<file path="src/include/fp_config.svh">
`ifndef FP_CONFIG_SVH
`define FP_CONFIG_SVH

// IEEE 754 single precision field widths
`define FP_WIDTH    32
`define FP_EXP_W    8
`define FP_MAN_W    23
`define FP_BIAS     127
`define FP_EXP_MAX  255

// Guard, round and sticky bits kept below the fraction
`define FP_GRS_W    3
// Hidden bit, stored fraction and GRS bits
`define FP_NORM_W   27

// ALU control codes
`define FP_CTRL_W   5
`define FP_OP_SUB   5'b01010
`define FP_OP_MUL   5'b01011
`define FP_OP_CVT   5'b01100
`define FP_OP_CLASS 5'b01111

`endif
</file>
<file path="src/logic/fp_op_pkg.sv">
`include "fp_config.svh"

package fp_op_pkg;

    typedef enum logic [`FP_CTRL_W-1:0] {
        OP_FSUB   = `FP_OP_SUB,
        OP_FMUL   = `FP_OP_MUL,
        OP_FCVT   = `FP_OP_CVT,
        OP_FCLASS = `FP_OP_CLASS
    } fp_op_e;

    // Bit positions of the FCLASS mask
    typedef enum logic [3:0] {
        CLASS_NEG_INF  = 4'd0,
        CLASS_NEG_NORM = 4'd1,
        CLASS_NEG_SUB  = 4'd2,
        CLASS_NEG_ZERO = 4'd3,
        CLASS_POS_ZERO = 4'd4,
        CLASS_POS_SUB  = 4'd5,
        CLASS_POS_NORM = 4'd6,
        CLASS_POS_INF  = 4'd7,
        CLASS_SNAN     = 4'd8,
        CLASS_QNAN     = 4'd9
    } fp_class_e;

    typedef struct packed {
        logic [`FP_WIDTH-1:0] data;
        logic                 invalid;
    } fp_result_t;

endpackage

</file>
<file path="src/logic/fp_format_pkg.sv">
`include "fp_config.svh"

package fp_format_pkg;

    // Single precision word as it sits in a register
    typedef struct packed {
        logic                 sign;
        logic [`FP_EXP_W-1:0] exp;
        logic [`FP_MAN_W-1:0] man;
    } fp_word_t;

    // Unpacked operand with the hidden bit restored
    typedef struct packed {
        logic                 sign;
        logic [`FP_EXP_W-1:0] exp;
        logic [`FP_MAN_W:0]   man;
        logic                 is_zero;
        logic                 is_inf;
        logic                 is_nan;
    } fp_operand_t;

    // Normalized result before rounding, mantissa LSB is the sticky bit
    typedef struct packed {
        logic                  sign;
        logic signed [9:0]     exp;
        logic [`FP_NORM_W-1:0] man;
    } fp_norm_t;

endpackage

</file>
<file path="src/logic/fp_unit.sv">
`timescale 1ns/100ps
`include "fp_config.svh"

module fp_unit (
    input  logic                    i_clk,
    input  logic                    i_rst_n,
    input  fp_format_pkg::fp_word_t i_data_r1,
    input  fp_format_pkg::fp_word_t i_data_r2,
    input  logic [`FP_CTRL_W-1:0]   i_alu_ctrl,
    output logic [`FP_WIDTH-1:0]    o_data,
    output logic                    o_invalid
);

    // Hidden bit only for nonzero exponents
    function automatic fp_format_pkg::fp_operand_t unpack(
        input fp_format_pkg::fp_word_t w
    );
        fp_format_pkg::fp_operand_t op;
        op.sign    = w.sign;
        op.exp     = w.exp;
        op.man     = {|w.exp, w.man};
        op.is_zero = (w.exp == '0) && (w.man == '0);
        op.is_inf  = (w.exp == `FP_EXP_MAX) && (w.man == '0);
        op.is_nan  = (w.exp == `FP_EXP_MAX) && (w.man != '0);
        return op;
    endfunction

    fp_format_pkg::fp_operand_t op_a;
    fp_format_pkg::fp_operand_t op_b;
    fp_format_pkg::fp_norm_t    sub_norm;
    fp_format_pkg::fp_norm_t    mul_norm;
    logic                       sub_zero;
    logic                       mul_zero;
    logic [`FP_WIDTH-1:0]       class_mask;
    fp_op_pkg::fp_result_t      sub_res;
    fp_op_pkg::fp_result_t      mul_res;
    fp_op_pkg::fp_result_t      cvt_res;
    fp_op_pkg::fp_result_t      class_res;
    fp_op_pkg::fp_result_t      sel_res;
    fp_op_pkg::fp_result_t      result_q;
    fp_op_pkg::fp_op_e          op;

    assign op_a = unpack(i_data_r1);
    assign op_b = unpack(i_data_r2);
    assign op   = fp_op_pkg::fp_op_e'(i_alu_ctrl);

    fp_sub u_sub (.i_a(op_a), .i_b(op_b), .o_norm(sub_norm), .o_zero(sub_zero));
    fp_round_pack u_sub_round (.i_norm(sub_norm), .i_zero(sub_zero), .o_result(sub_res));

    fp_mul u_mul (.i_a(op_a), .i_b(op_b), .o_norm(mul_norm), .o_zero(mul_zero));
    fp_round_pack u_mul_round (.i_norm(mul_norm), .i_zero(mul_zero), .o_result(mul_res));

    fp_cvt_ws u_cvt (.i_a(op_a), .o_result(cvt_res));
    fp_class  u_class (.i_a(op_a), .o_mask(class_mask));

    assign class_res.data    = class_mask;
    assign class_res.invalid = 1'b0;

    always_comb begin
        case (op)
            fp_op_pkg::OP_FSUB:   sel_res = sub_res;
            fp_op_pkg::OP_FMUL:   sel_res = mul_res;
            fp_op_pkg::OP_FCVT:   sel_res = cvt_res;
            fp_op_pkg::OP_FCLASS: sel_res = class_res;
            default:              sel_res = '0;
        endcase
    end

    // One cycle from operands to result
    always_ff @(posedge i_clk) begin
        if (!i_rst_n) begin
            result_q <= '0;
        end else begin
            result_q <= sel_res;
        end
    end

    assign o_data    = result_q.data;
    assign o_invalid = result_q.invalid;

endmodule

</file>
<file path="src/logic/fp_class.sv">
`timescale 1ns/100ps
`include "fp_config.svh"

module fp_class (
    input  fp_format_pkg::fp_operand_t i_a,
    output logic [`FP_WIDTH-1:0]       o_mask
);

    fp_op_pkg::fp_class_e cls;

    always_comb begin
        if (i_a.is_nan) begin
            // Quiet NaNs carry the top fraction bit
            cls = i_a.man[`FP_MAN_W-1] ? fp_op_pkg::CLASS_QNAN : fp_op_pkg::CLASS_SNAN;
        end else if (i_a.is_inf) begin
            cls = i_a.sign ? fp_op_pkg::CLASS_NEG_INF : fp_op_pkg::CLASS_POS_INF;
        end else if (i_a.is_zero) begin
            cls = i_a.sign ? fp_op_pkg::CLASS_NEG_ZERO : fp_op_pkg::CLASS_POS_ZERO;
        end else if (i_a.exp == '0) begin
            cls = i_a.sign ? fp_op_pkg::CLASS_NEG_SUB : fp_op_pkg::CLASS_POS_SUB;
        end else begin
            cls = i_a.sign ? fp_op_pkg::CLASS_NEG_NORM : fp_op_pkg::CLASS_POS_NORM;
        end
    end

    assign o_mask = 32'd1 << cls;

endmodule

</file>
<file path="src/logic/fp_cvt_ws.sv">
`timescale 1ns/100ps
`include "fp_config.svh"

module fp_cvt_ws (
    input  fp_format_pkg::fp_operand_t i_a,
    output fp_op_pkg::fp_result_t      o_result
);

    localparam int FIX_W  = 64;
    localparam int FRAC_W = 32;

    logic signed [9:0]       unb_exp;
    logic [5:0]              shamt;
    logic [FIX_W-1:0]        fixed;
    logic [FIX_W-FRAC_W-1:0] int_part;
    logic                    guard;
    logic                    rest;
    logic [32:0]             magnitude;

    assign unb_exp = $signed({2'b00, i_a.exp}) - 10'(`FP_BIAS);

    // Fixed point with 32 fraction bits, mantissa LSB sits at 2^(e-23)
    assign shamt = 6'(unb_exp + 10'sd9);
    assign fixed = {{(FIX_W-`FP_MAN_W-1){1'b0}}, i_a.man} << shamt;

    assign int_part = fixed[FIX_W-1:FRAC_W];
    assign guard    = fixed[FRAC_W-1];
    assign rest     = |fixed[FRAC_W-2:0];

    // Ties go to the even integer
    assign magnitude = {1'b0, int_part} + {32'd0, guard & (rest | int_part[0])};

    always_comb begin
        o_result = '0;
        if (i_a.is_nan) begin
            o_result.data    = 32'h7FFF_FFFF;
            o_result.invalid = 1'b1;
        end else if (i_a.is_inf || unb_exp > 10'sd30) begin
            o_result.data    = i_a.sign ? 32'h8000_0000 : 32'h7FFF_FFFF;
            o_result.invalid = 1'b1;
        end else if (unb_exp < -10'sd1) begin
            // Below one half always rounds to zero
            o_result.data = '0;
        end else if (i_a.sign) begin
            if (magnitude > 33'h0_8000_0000) begin
                o_result.data    = 32'h8000_0000;
                o_result.invalid = 1'b1;
            end else begin
                o_result.data = ~magnitude[31:0] + 32'd1;
            end
        end else begin
            if (magnitude > 33'h0_7FFF_FFFF) begin
                o_result.data    = 32'h7FFF_FFFF;
                o_result.invalid = 1'b1;
            end else begin
                o_result.data = magnitude[31:0];
            end
        end
    end

endmodule

</file>
<file path="src/logic/fp_mul.sv">
`timescale 1ns/100ps
`include "fp_config.svh"

module fp_mul (
    input  fp_format_pkg::fp_operand_t i_a,
    input  fp_format_pkg::fp_operand_t i_b,
    output fp_format_pkg::fp_norm_t    o_norm,
    output logic                       o_zero
);

    localparam int PROD_W = 2 * (`FP_MAN_W + 1);
    // Bits taken above the sticky position
    localparam int KEEP_W = `FP_NORM_W - 1;

    logic [PROD_W-1:0] product;
    logic signed [9:0] exp_sum;

    assign product = i_a.man * i_b.man;
    assign exp_sum = $signed({2'b00, i_a.exp}) + $signed({2'b00, i_b.exp}) - 10'(`FP_BIAS);

    always_comb begin
        o_norm.sign = i_a.sign ^ i_b.sign;
        if (product[PROD_W-1]) begin
            // Product in [2,4) needs one step right
            o_norm.exp = exp_sum + 10'sd1;
            o_norm.man = {product[PROD_W-1 -: KEEP_W], |product[PROD_W-KEEP_W-1:0]};
        end else begin
            o_norm.exp = exp_sum;
            o_norm.man = {product[PROD_W-2 -: KEEP_W], |product[PROD_W-KEEP_W-2:0]};
        end
    end

    assign o_zero = i_a.is_zero | i_b.is_zero;

endmodule

</file>
<file path="src/logic/fp_sub.sv">
`timescale 1ns/100ps
`include "fp_config.svh"

module fp_sub (
    input  fp_format_pkg::fp_operand_t i_a,
    input  fp_format_pkg::fp_operand_t i_b,
    output fp_format_pkg::fp_norm_t    o_norm,
    output logic                       o_zero
);

    logic                  b_sign;
    logic                  a_larger;
    logic [`FP_EXP_W-1:0]  exp_big;
    logic [`FP_EXP_W-1:0]  exp_diff;
    logic [`FP_NORM_W-1:0] man_big;
    logic [`FP_NORM_W-1:0] man_small;
    logic [`FP_NORM_W-1:0] lost_mask;
    logic                  sticky;
    logic [`FP_NORM_W-1:0] man_aligned;
    logic [`FP_NORM_W:0]   sum;
    logic [4:0]            lead_zeros;

    // Subtraction is addition of b with its sign flipped
    assign b_sign = ~i_b.sign;

    // Order by magnitude so the difference never goes negative
    assign a_larger  = {i_a.exp, i_a.man} >= {i_b.exp, i_b.man};
    assign exp_big   = a_larger ? i_a.exp : i_b.exp;
    assign exp_diff  = a_larger ? (i_a.exp - i_b.exp) : (i_b.exp - i_a.exp);
    assign man_big   = a_larger ? {i_a.man, {`FP_GRS_W{1'b0}}} : {i_b.man, {`FP_GRS_W{1'b0}}};
    assign man_small = a_larger ? {i_b.man, {`FP_GRS_W{1'b0}}} : {i_a.man, {`FP_GRS_W{1'b0}}};

    // Every bit shifted past the LSB folds into sticky
    assign lost_mask   = ~({`FP_NORM_W{1'b1}} << exp_diff);
    assign sticky      = |(man_small & lost_mask);
    assign man_aligned = (man_small >> exp_diff) | {{(`FP_NORM_W-1){1'b0}}, sticky};

    always_comb begin
        if (i_a.sign == b_sign) begin
            sum = {1'b0, man_big} + {1'b0, man_aligned};
        end else begin
            sum = {1'b0, man_big} - {1'b0, man_aligned};
        end
    end

    // Priority search, the highest set bit wins
    always_comb begin
        lead_zeros = '0;
        for (int i = 0; i < `FP_NORM_W; i++) begin
            if (sum[i]) begin
                lead_zeros = 5'(`FP_NORM_W - 1 - i);
            end
        end
    end

    always_comb begin
        o_norm.sign = a_larger ? i_a.sign : b_sign;
        if (sum[`FP_NORM_W]) begin
            // Carry out, shift right and keep the dropped bit as sticky
            o_norm.exp = $signed({2'b00, exp_big}) + 10'sd1;
            o_norm.man = {sum[`FP_NORM_W:2], sum[1] | sum[0]};
        end else begin
            o_norm.exp = $signed({2'b00, exp_big}) - $signed({5'b00000, lead_zeros});
            o_norm.man = sum[`FP_NORM_W-1:0] << lead_zeros;
        end
    end

    assign o_zero = (sum == '0);

endmodule

</file>
<file path="src/logic/fp_round_pack.sv">
`timescale 1ns/100ps
`include "fp_config.svh"

module fp_round_pack (
    input  fp_format_pkg::fp_norm_t i_norm,
    input  logic                    i_zero,
    output fp_op_pkg::fp_result_t   o_result
);

    logic signed [9:0]    exp_in;
    logic [`FP_MAN_W-1:0] frac;
    logic                 lsb;
    logic                 guard;
    logic                 rest;
    logic                 round_up;
    logic [`FP_MAN_W:0]   frac_inc;
    logic [`FP_EXP_W-1:0] exp_out;

    assign exp_in = i_norm.exp;
    assign frac   = i_norm.man[`FP_NORM_W-2:`FP_GRS_W];
    assign lsb    = i_norm.man[`FP_GRS_W];
    assign guard  = i_norm.man[`FP_GRS_W-1];
    assign rest   = |i_norm.man[`FP_GRS_W-2:0];

    // Round up above half, or on a tie when the kept LSB is odd
    assign round_up = guard & (rest | lsb);
    assign frac_inc = {1'b0, frac} + {{`FP_MAN_W{1'b0}}, round_up};

    // Carry out of the fraction bumps the exponent
    assign exp_out = exp_in[`FP_EXP_W-1:0] + {{(`FP_EXP_W-1){1'b0}}, frac_inc[`FP_MAN_W]};

    always_comb begin
        o_result = '0;
        if (i_zero) begin
            o_result.data = '0;
        end else if (exp_in >= `FP_EXP_MAX) begin
            o_result.data    = {i_norm.sign, {`FP_EXP_W{1'b1}}, {`FP_MAN_W{1'b0}}};
            o_result.invalid = 1'b1;
        end else if (exp_in <= 0) begin
            // Subnormal range flushes to +0
            o_result.data    = '0;
            o_result.invalid = 1'b1;
        end else if (exp_out == `FP_EXP_MAX) begin
            // Rounding carried into the reserved exponent
            o_result.data    = {i_norm.sign, {`FP_EXP_W{1'b1}}, {`FP_MAN_W{1'b0}}};
            o_result.invalid = 1'b1;
        end else begin
            o_result.data = {i_norm.sign, exp_out, frac_inc[`FP_MAN_W-1:0]};
        end
    end

endmodule

</file>
<file path="config.mk">
export PLATFORM = sky130hd
export DESIGN_NAME = fp_unit
export DESIGN_NICKNAME = d
export VERILOG_FILES = /design/src/logic/fp_op_pkg.sv /design/src/logic/fp_format_pkg.sv /design/src/logic/fp_unit.sv /design/src/logic/fp_class.sv /design/src/logic/fp_cvt_ws.sv /design/src/logic/fp_mul.sv /design/src/logic/fp_sub.sv /design/src/logic/fp_round_pack.sv
export VERILOG_INCLUDE_DIRS = /design/src /design/src/include
export SDC_FILE = /design/constraint.sdc
export NUM_CORES = 2
export LEC_CHECK = 0
export ABC_AREA = 0
export BUFFER_PORTS_ARGS = -buffer_cell sky130_fd_sc_hd__buf_2
export CAP_MARGIN = 15
export CORE_MARGIN = 1.5
export CORE_UTILIZATION = 66
export CTS_CLUSTER_SIZE = 30
export DETAILED_ROUTE_END_ITERATION = 12
export PLACE_DENSITY = 0.95
export SYNTH_ARGS = -nofsm -noshare
export SYNTH_HDL_FRONTEND = slang
export SYNTH_SLANG_ARGS = --single-unit
export TNS_END_PERCENT = 50
</file>
<file path="constraint.sdc">
create_clock -name i_clk -period 18.97 [get_ports i_clk]
set_input_delay 3.794 -clock i_clk [delete_from_list [all_inputs] [get_ports i_clk]]
set_output_delay 3.794 -clock i_clk [all_outputs]
set_load 0.01 [all_outputs]
</file>
# ---- Yosys cells after proc, flatten, opt, wreduce, memory -nomap -nowiden
# Cells that the tools add are included.
dict set report totals {
  ff_bits 33
  in_bits 71
  output_inout_bits 33
  elab_cells 142
}
dict set report classes {
  add_sub_neg 17
  multipliers 1
  magnitude_cmp 9
  eq_ne 8
  n_shift 5
  n_mux 67
  bitwise 14
  reduce_logical 19
}
# operator n
set ops {}
lappend ops {{2-to-1 mux 33 bit} 7}
lappend ops {{2-to-1 mux 32 bit} 6}
lappend ops {{2-to-1 mux 5 bit} 27}
lappend ops {{one-hot mux 33 bit (4 select lines)} 1}
lappend ops {{2-to-1 mux 37 bit} 2}
lappend ops {{left shift 24 x 6 -> 64 bit} 1}
lappend ops {{2-to-1 mux 31 bit} 2}
lappend ops {{2-to-1 mux 27 bit} 2}
lappend ops {{adder 23 x 1 -> 24 bit} 2}
lappend ops {{multiplier 24 x 24 -> 48 bit} 1}
lappend ops {{logical NOT 23 bit} 2}
lappend ops {{adder 32 x 1 -> 33 bit} 1}
lappend ops {{> comparator 33 x 31 -> 1 bit (second input constant)} 1}
lappend ops {{> comparator 33 x 32 -> 1 bit (second input constant)} 1}
lappend ops {{adder 32 x 1 -> 32 bit (second input constant)} 1}
lappend ops {{>= comparator 32 bit} 1}
lappend ops {{NOT 32 bit} 1}
lappend ops {{left shift 1 x 4 -> 32 bit (first input constant)} 1}
lappend ops {{OR reduction 31 bit} 1}
lappend ops {{adder 27 x 27 -> 28 bit} 1}
lappend ops {{logical NOT 28 bit} 1}
lappend ops {{2-to-1 mux 28 bit} 1}
lappend ops {{subtractor 27 x 27 -> 28 bit} 1}
lappend ops {{bitwise AND 27 bit} 1}
lappend ops {{other kinds (38)} 74}

# ---- Longest topological paths before layout
dict set report depth {
  ltp_word 50
  ltp_mapped 69
  mapped_depth_nobuf 55
}

# ---- Modules after synthesis
# Synthesis repeated with hierarchy kept, for this count alone.
dict set report hier_totals {
  hier_cells 5091
  area_unflattened_um2 39599.2
}
# mod instances cells_each area_each_um2 seq_area_each_um2
set modules_own_cells {}
lappend modules_own_cells {fp_mul 1 2347 20219.4 0.0}
lappend modules_own_cells {fp_sub 1 1406 9082.5 0.0}
lappend modules_own_cells {fp_cvt_ws 1 706 5260.0 0.0}
lappend modules_own_cells {fp_unit 1 299 2771.4 660.6}
lappend modules_own_cells {fp_round_pack 2 147 979.7 0.0}
lappend modules_own_cells {fp_class 1 39 306.5 0.0}

# ---- Least setup slack after synthesis
# Ideal clock, no wire load.
dict set report synth_timing {
  kind {input to register}
  from {input i_data_r1[23] (netlist name)}
  to {register result_q, in the netlist o_data[1]}
  setup_ns 0.132
  arrival_time_ns 16.263
  t_required_ns 18.838
  path_slack_ns 2.574
  cell_stages 63
  path_buffers 12
  path_cell_list {buf_2 > buf_2 > buf_2 > inv_1 > ha_1 > nor4b_2 > and2_1 > buf_2 > inv_1 > buf_2 > buf_1 > ha_1 > nand4b_1 > nor4_4 > nand2_2 > o211ai_4 > buf_8 > mux2i_4 > (+27 left out) > mux2_2 > a211oi_1 > or4b_4 > nand4b_4 > nor4_2 > nand2_1 > nor3_1 > ha_1 > nand3_1 > nor4_1 > nor2_1 > and2b_1 > xor2_1 > o211a_1 > nor3_2 > buf_4 > a222oi_1 > a21oi_1}
}
dict set report synth_via {
  elab_chain_len 50
  elab_cells_between_ends 111
  cone_classes {add/sub (17); mul (1); order compare (9); eq/ne (3); shift (5); mux (53); bitwise (12); reduce/logical (11)}
}
# element line_no
set synth_lines {}
lappend synth_lines {{start: declaration} fp_unit.sv:7} ;# input fp_format_pkg::fp_word_t i_data_r1,
lappend synth_lines {{OR reduction 8 bit} fp_unit.sv:21} ;# op.man = {|w.exp, w.man};
lappend synth_lines {{>= comparator 32 bit} fp_sub.sv:27} ;# assign a_larger = {i_a.exp, i_a.man} >= {i_b.exp, i_b.man};
lappend synth_lines {{2-to-1 mux 8 bit} fp_sub.sv:29} ;# assign exp_diff = a_larger ? (i_a.exp - i_b.exp) : (i_b.exp - i_a.exp);
lappend synth_lines {{left shift 27 x 8 -> 27 bit} fp_sub.sv:34} ;# assign lost_mask = ~({`FP_NORM_W{1'b1}} << exp_diff);
lappend synth_lines {{NOT 27 bit} fp_sub.sv:34}
lappend synth_lines {{bitwise AND 27 bit} fp_sub.sv:35} ;# assign sticky = |(man_small & lost_mask);
lappend synth_lines {{OR reduction 27 bit} fp_sub.sv:35}
lappend synth_lines {{OR 27 x 1 -> 27 bit} fp_sub.sv:36} ;# assign man_aligned = (man_small >> exp_diff) | {{(`FP_NORM_W-1){1'b0}}, sticky};
lappend synth_lines {{(+34 left out)} n/a}
lappend synth_lines {{adder 23 x 1 -> 24 bit} fp_round_pack.sv:27} ;# assign frac_inc = {1'b0, frac} + {{`FP_MAN_W{1'b0}}, round_up};
lappend synth_lines {{adder 8 x 1 -> 8 bit} fp_round_pack.sv:30} ;# assign exp_out = exp_in[`FP_EXP_W-1:0] + {{(`FP_EXP_W-1){1'b0}}, frac_inc[`FP_MAN_W]};
lappend synth_lines {{== test 8 bit (no source line)} n/a}
lappend synth_lines {{2-to-1 mux 31 bit} fp_round_pack.sv:43} ;# end else if (exp_out == `FP_EXP_MAX) begin
lappend synth_lines {{2-to-1 mux 33 bit} fp_round_pack.sv:39} ;# end else if (exp_in <= 0) begin
lappend synth_lines {{2-to-1 mux 33 bit} fp_round_pack.sv:36} ;# end else if (exp_in >= `FP_EXP_MAX) begin
lappend synth_lines {{2-to-1 mux 32 bit} fp_round_pack.sv:34} ;# if (i_zero) begin
lappend synth_lines {{one-hot mux 33 bit (4 select lines) (*)} fp_unit.sv:60} ;# case (op)
lappend synth_lines {{end signal: assignment} fp_unit.sv:74} ;# result_q <= sel_res;
lappend synth_lines {{end: declaration} fp_unit.sv:40} ;# fp_op_pkg::fp_result_t result_q;
# Mark *: on every way between the ends. The rest lies on a longest branch, timed or not.
# A chain may end at the register's enable or synchronous reset.

# ---- Worst setup path after layout
dict set report layout_timing {
  from {input i_data_r1[24] (netlist name)}
  to {register result_q, in the netlist o_data[15]}
}
# The elaborated chain is that of the path after synthesis.

==> impl_table.tex <==
\begin{tabular}{lr}
\hline
Metric & Value \\
\hline
\multicolumn{2}{l}{\textbf{Run status}} \\
Run status & complete, no violations \\
\multicolumn{2}{l}{\textbf{STA}} \\
Final worst path period need & 17960 ps \\
Number of failing setup endpoints in the final timing report & 0 \\
Unrepaired setup endpoints after global routing & false \\
Period utilization & 0.9467 \\
Number of hold violations in the final report & 0 \\
Aggregate negative setup slack & 0 ps \\
Final Slew Violations & 0 \\
Maximum operating frequency & 55.68 MHz \\
Slew @ Worst Pin & 1152 ps \\
Max-slew headroom at the worst pin & 0.2264 \\
\multicolumn{2}{l}{\textbf{Global route}} \\
Number of global-route vias before repair & 39.24k \\
Wire length of the first global-routing pass & 226000 µm \\
Maximum number of pins on one net before global-route repair & 77 \\
Initial antenna violation count & 14 \\
Grt total ovfl & 0 \\
Global Route Usage Sum & 0.5164 \\
\multicolumn{2}{l}{\textbf{Layout}} \\
Post-route design area & 38500 µm² \\
Area added between synthesis and finish & 3.407\% \\
Share of cells above drive strength 1 & 0.08170 \\
Most frequent standard cell in the layout excluding fill and tap cells & nand2\_1 \\
Most frequent cells in the layout & 693 x nand2\_1, 615 x inv\_1, 486 x fa\_1 \\
Nets@finish & 5647 \\
\multicolumn{2}{l}{\textbf{Clock network}} \\
Clock transition time at the flip-flop clock pins of the worst setup and hold paths & 70 ps \\
Number of buffers on the longest clock path & 2 \\
TritonCTS Buffers & 5 \\
Clock root buffer & clkbuf\_16 \\
Clock tree from TritonCTS & built \\
H-tree depth & 2 \\
Number of buffers added to fix hold violations after cts & 0 \\
Number of sinks on the clock net & 33 \\
\multicolumn{2}{l}{\textbf{Worst setup path}} \\
Kind of critical path & primary input to flop \\
Critical Path Stages & 53 \\
Maximum fanout encountered on the critical timing path & 13 \\
Cell repeated most along the worst path & ha\_1 \\
Worst endpoint data arrival time & 18150 ps \\
Nature of the critical path endpoint & flop \\
Largest incremental delay on the critical path & 890 ps \\
Cell type of the slowest stage on the worst timing path & mux2i\_1 \\
Worst EP required & 19160 ps \\
Top Family by Delay on Critical Path & simple AND/OR/NAND/NOR gates \\
Buffer and inverter count on the worst path & 5 \\
Startpoint types & primary input \\
\multicolumn{2}{l}{\textbf{Synthesis}} \\
Area of the mapped netlist & 37230 µm² \\
Mean Syn Cell Area & 7.638 µm² \\
Mux contribution to synthesized area & 0.06526 \\
Most common flop cell mapped by yosys & dfxtp\_1 \\
Number of instances in the synthesized netlist & 4875 \\
Synth cell types & 127 \\
Post-synthesis simple-gate area fraction & 0.2273 \\
Share of synthesized cell area in full adder, half adder and majority cells & 0.3600 \\
Portion of the post-synthesis area used by sequential elements & 0.01774 \\
Share of the synthesized netlist area taken by xor and xnor gates & 0.05777 \\
Largest family of logic cells by synthesized area & adder cells \\
Count of flip-flops with a built-in enable after synthesis & 0 \\
Net count after synthesis & 5725 \\
Post-synth ARST share & 0 \\
Number of warnings reported in the yosys synthesis log & 0 \\
Number of flip-flops and latches in the synthesized netlist & 33 \\
Compound-Gate Fraction of Synth Area & 0.1725 \\
\multicolumn{2}{l}{\textbf{Routing}} \\
Overall via count from detail\_route & 38.84k \\
Number of DRC markers after the initial detailed-route iteration & 4964 \\
DRT Pass-1 Iters & 7 \\
Number of remaining DRC errors & 0 \\
Routed Antenna Nets & 0 \\
Mean number of vias per cell & 6.991 \\
Overall routed net length & 149200 µm \\
Wirelength per Cell & 26.86 µm \\
\multicolumn{2}{l}{\textbf{Hold path}} \\
Type of the worst min-delay path & primary input to flop \\
Worst Hold Depth & 3 \\
\multicolumn{2}{l}{\textbf{Die}} \\
Height of the die & 240.5 µm \\
Num ports & 104 \\
Die outline area & 57850 µm² \\
Floorplan core area & 55420 µm² \\
Initial Utilization & 0.6719 \\
Horiz. Die Dim & 240.5 µm \\
Cell row count & 86 \\
\multicolumn{2}{l}{\textbf{Job}} \\
Maximum capacitance violations & 0 \\
\multicolumn{2}{l}{\textbf{Placed design}} \\
Routability-driven placement congestion ratio & 1.073 \\
DPL Wire Length & 115500 µm \\
Placed Area & 38230 µm² \\
PortBufs & 103 \\
\hline
\end{tabular}
## per-layer routing
layer	up-vias	GRT usage	routed length, µm
met5	-	0.01936	164
met3	973	0.2017	23530
met1	18275	0.6314	52030
met2	3263	0.7599	61860
li1	16309	-	-
met4	16	0.3240	11650
## logic make-up (layout without fill, tap and decap cells)
family | Yosys count | count (layout)
other | 0 | 9
muxes | 195 | 195
xor gates and xnor gates | 240 | 240
and+or+nand+nor | 1752 | 1752
buffers and inverters | 925 | 848
AOI/OAI and AO/OA | 951 | 951
DFF | 33 | 33
adders and majority gates | 779 | 779
## cell usage after synthesis (14+ instances only)
cell type / instances / area share
inv_1: 615 / 0.062
and3_1: 36 / 0.0060
o21a_1: 34 / 0.0069
nor2b_1: 23 / 0.0039
a31oi_1: 43 / 0.0072
xnor2_1: 145 / 0.034
mux2i_1: 127 / 0.034
a21o_1: 48 / 0.0097
or3_1: 23 / 0.0039
o211ai_1: 39 / 0.0079
o22ai_1: 26 / 0.0044
a211o_1: 15 / 0.0035
and2_1: 191 / 0.032
a221oi_1: 31 / 0.0073
clkbuf_1: 209 / 0.021
nand4_1: 41 / 0.0069
nand3_1: 145 / 0.019
nand2b_1: 28 / 0.0047
or4_1: 15 / 0.0030
nor4_1: 38 / 0.0064
o21ai_0: 218 / 0.029
nand2_1: 693 / 0.070
xor2_1: 90 / 0.021
a21oi_1: 210 / 0.028
buf_2: 49 / 0.0066
ha_1: 292 / 0.098
o2111ai_1: 15 / 0.0035
nor2_1: 310 / 0.031
dfxtp_1: 33 / 0.018
buf_1: 21 / 0.0021
mux2_2: 27 / 0.0082
or2_2: 16 / 0.0027
mux4_2: 32 / 0.019
fa_1: 487 / 0.26
nand3b_1: 14 / 0.0028
a211oi_1: 38 / 0.0077
o21bai_1: 22 / 0.0044
nor3_1: 112 / 0.015
## cell type report
class / instances / area (µm²)
diodes: 9 / 22.52
clock buffers: 5 / 125.1
clock inverters: 3 / 68.82
fillers: 4314 / 16910
inverters: 620 / 2327
multi-input cells: 3917 / 32950
flip-flops and latches: 33 / 660.6
well taps: 748 / 935.9
repair buffers: 220 / 1414
## stage by stage
stage	worst slack (ps)	hold WS, ps	std cells	util
floorplan	2574	3982	4875	-
global placement	1454	4197	5535	0.6898
global route	184.7	4033	5548	0.6945
finish	1010	4028	5555	0.6948
CTS	1219	4019	5543	0.6933
detailed placement	1046	4195	5535	0.6898
## path summary, 6_finish.rpt
path | from | end | slack, ps
setup / recovery | i_data_r1[24] | o_data[15] | 1010
hold / removal | i_rst_n | o_invalid | 4030
## tightest hold or removal path, delay by kind of cell
kind	cells	cell delay [ps]
AO/OA/AOI/OAI	2	370
buffers and inverters	1	110
## registers in the layout, summed over array words and instances (netlist names)
register   cells
o_data        32
o_invalid      1
## repair_timing
action                     4_1_cts  5_1_grt
gates resized for setup          0        6
setup endpoints to repair        0       21
setup buffers                    0        3
Power is not shown: default switching activity piles up to over one toggle a cycle in this logic, so the estimate is an artifact.
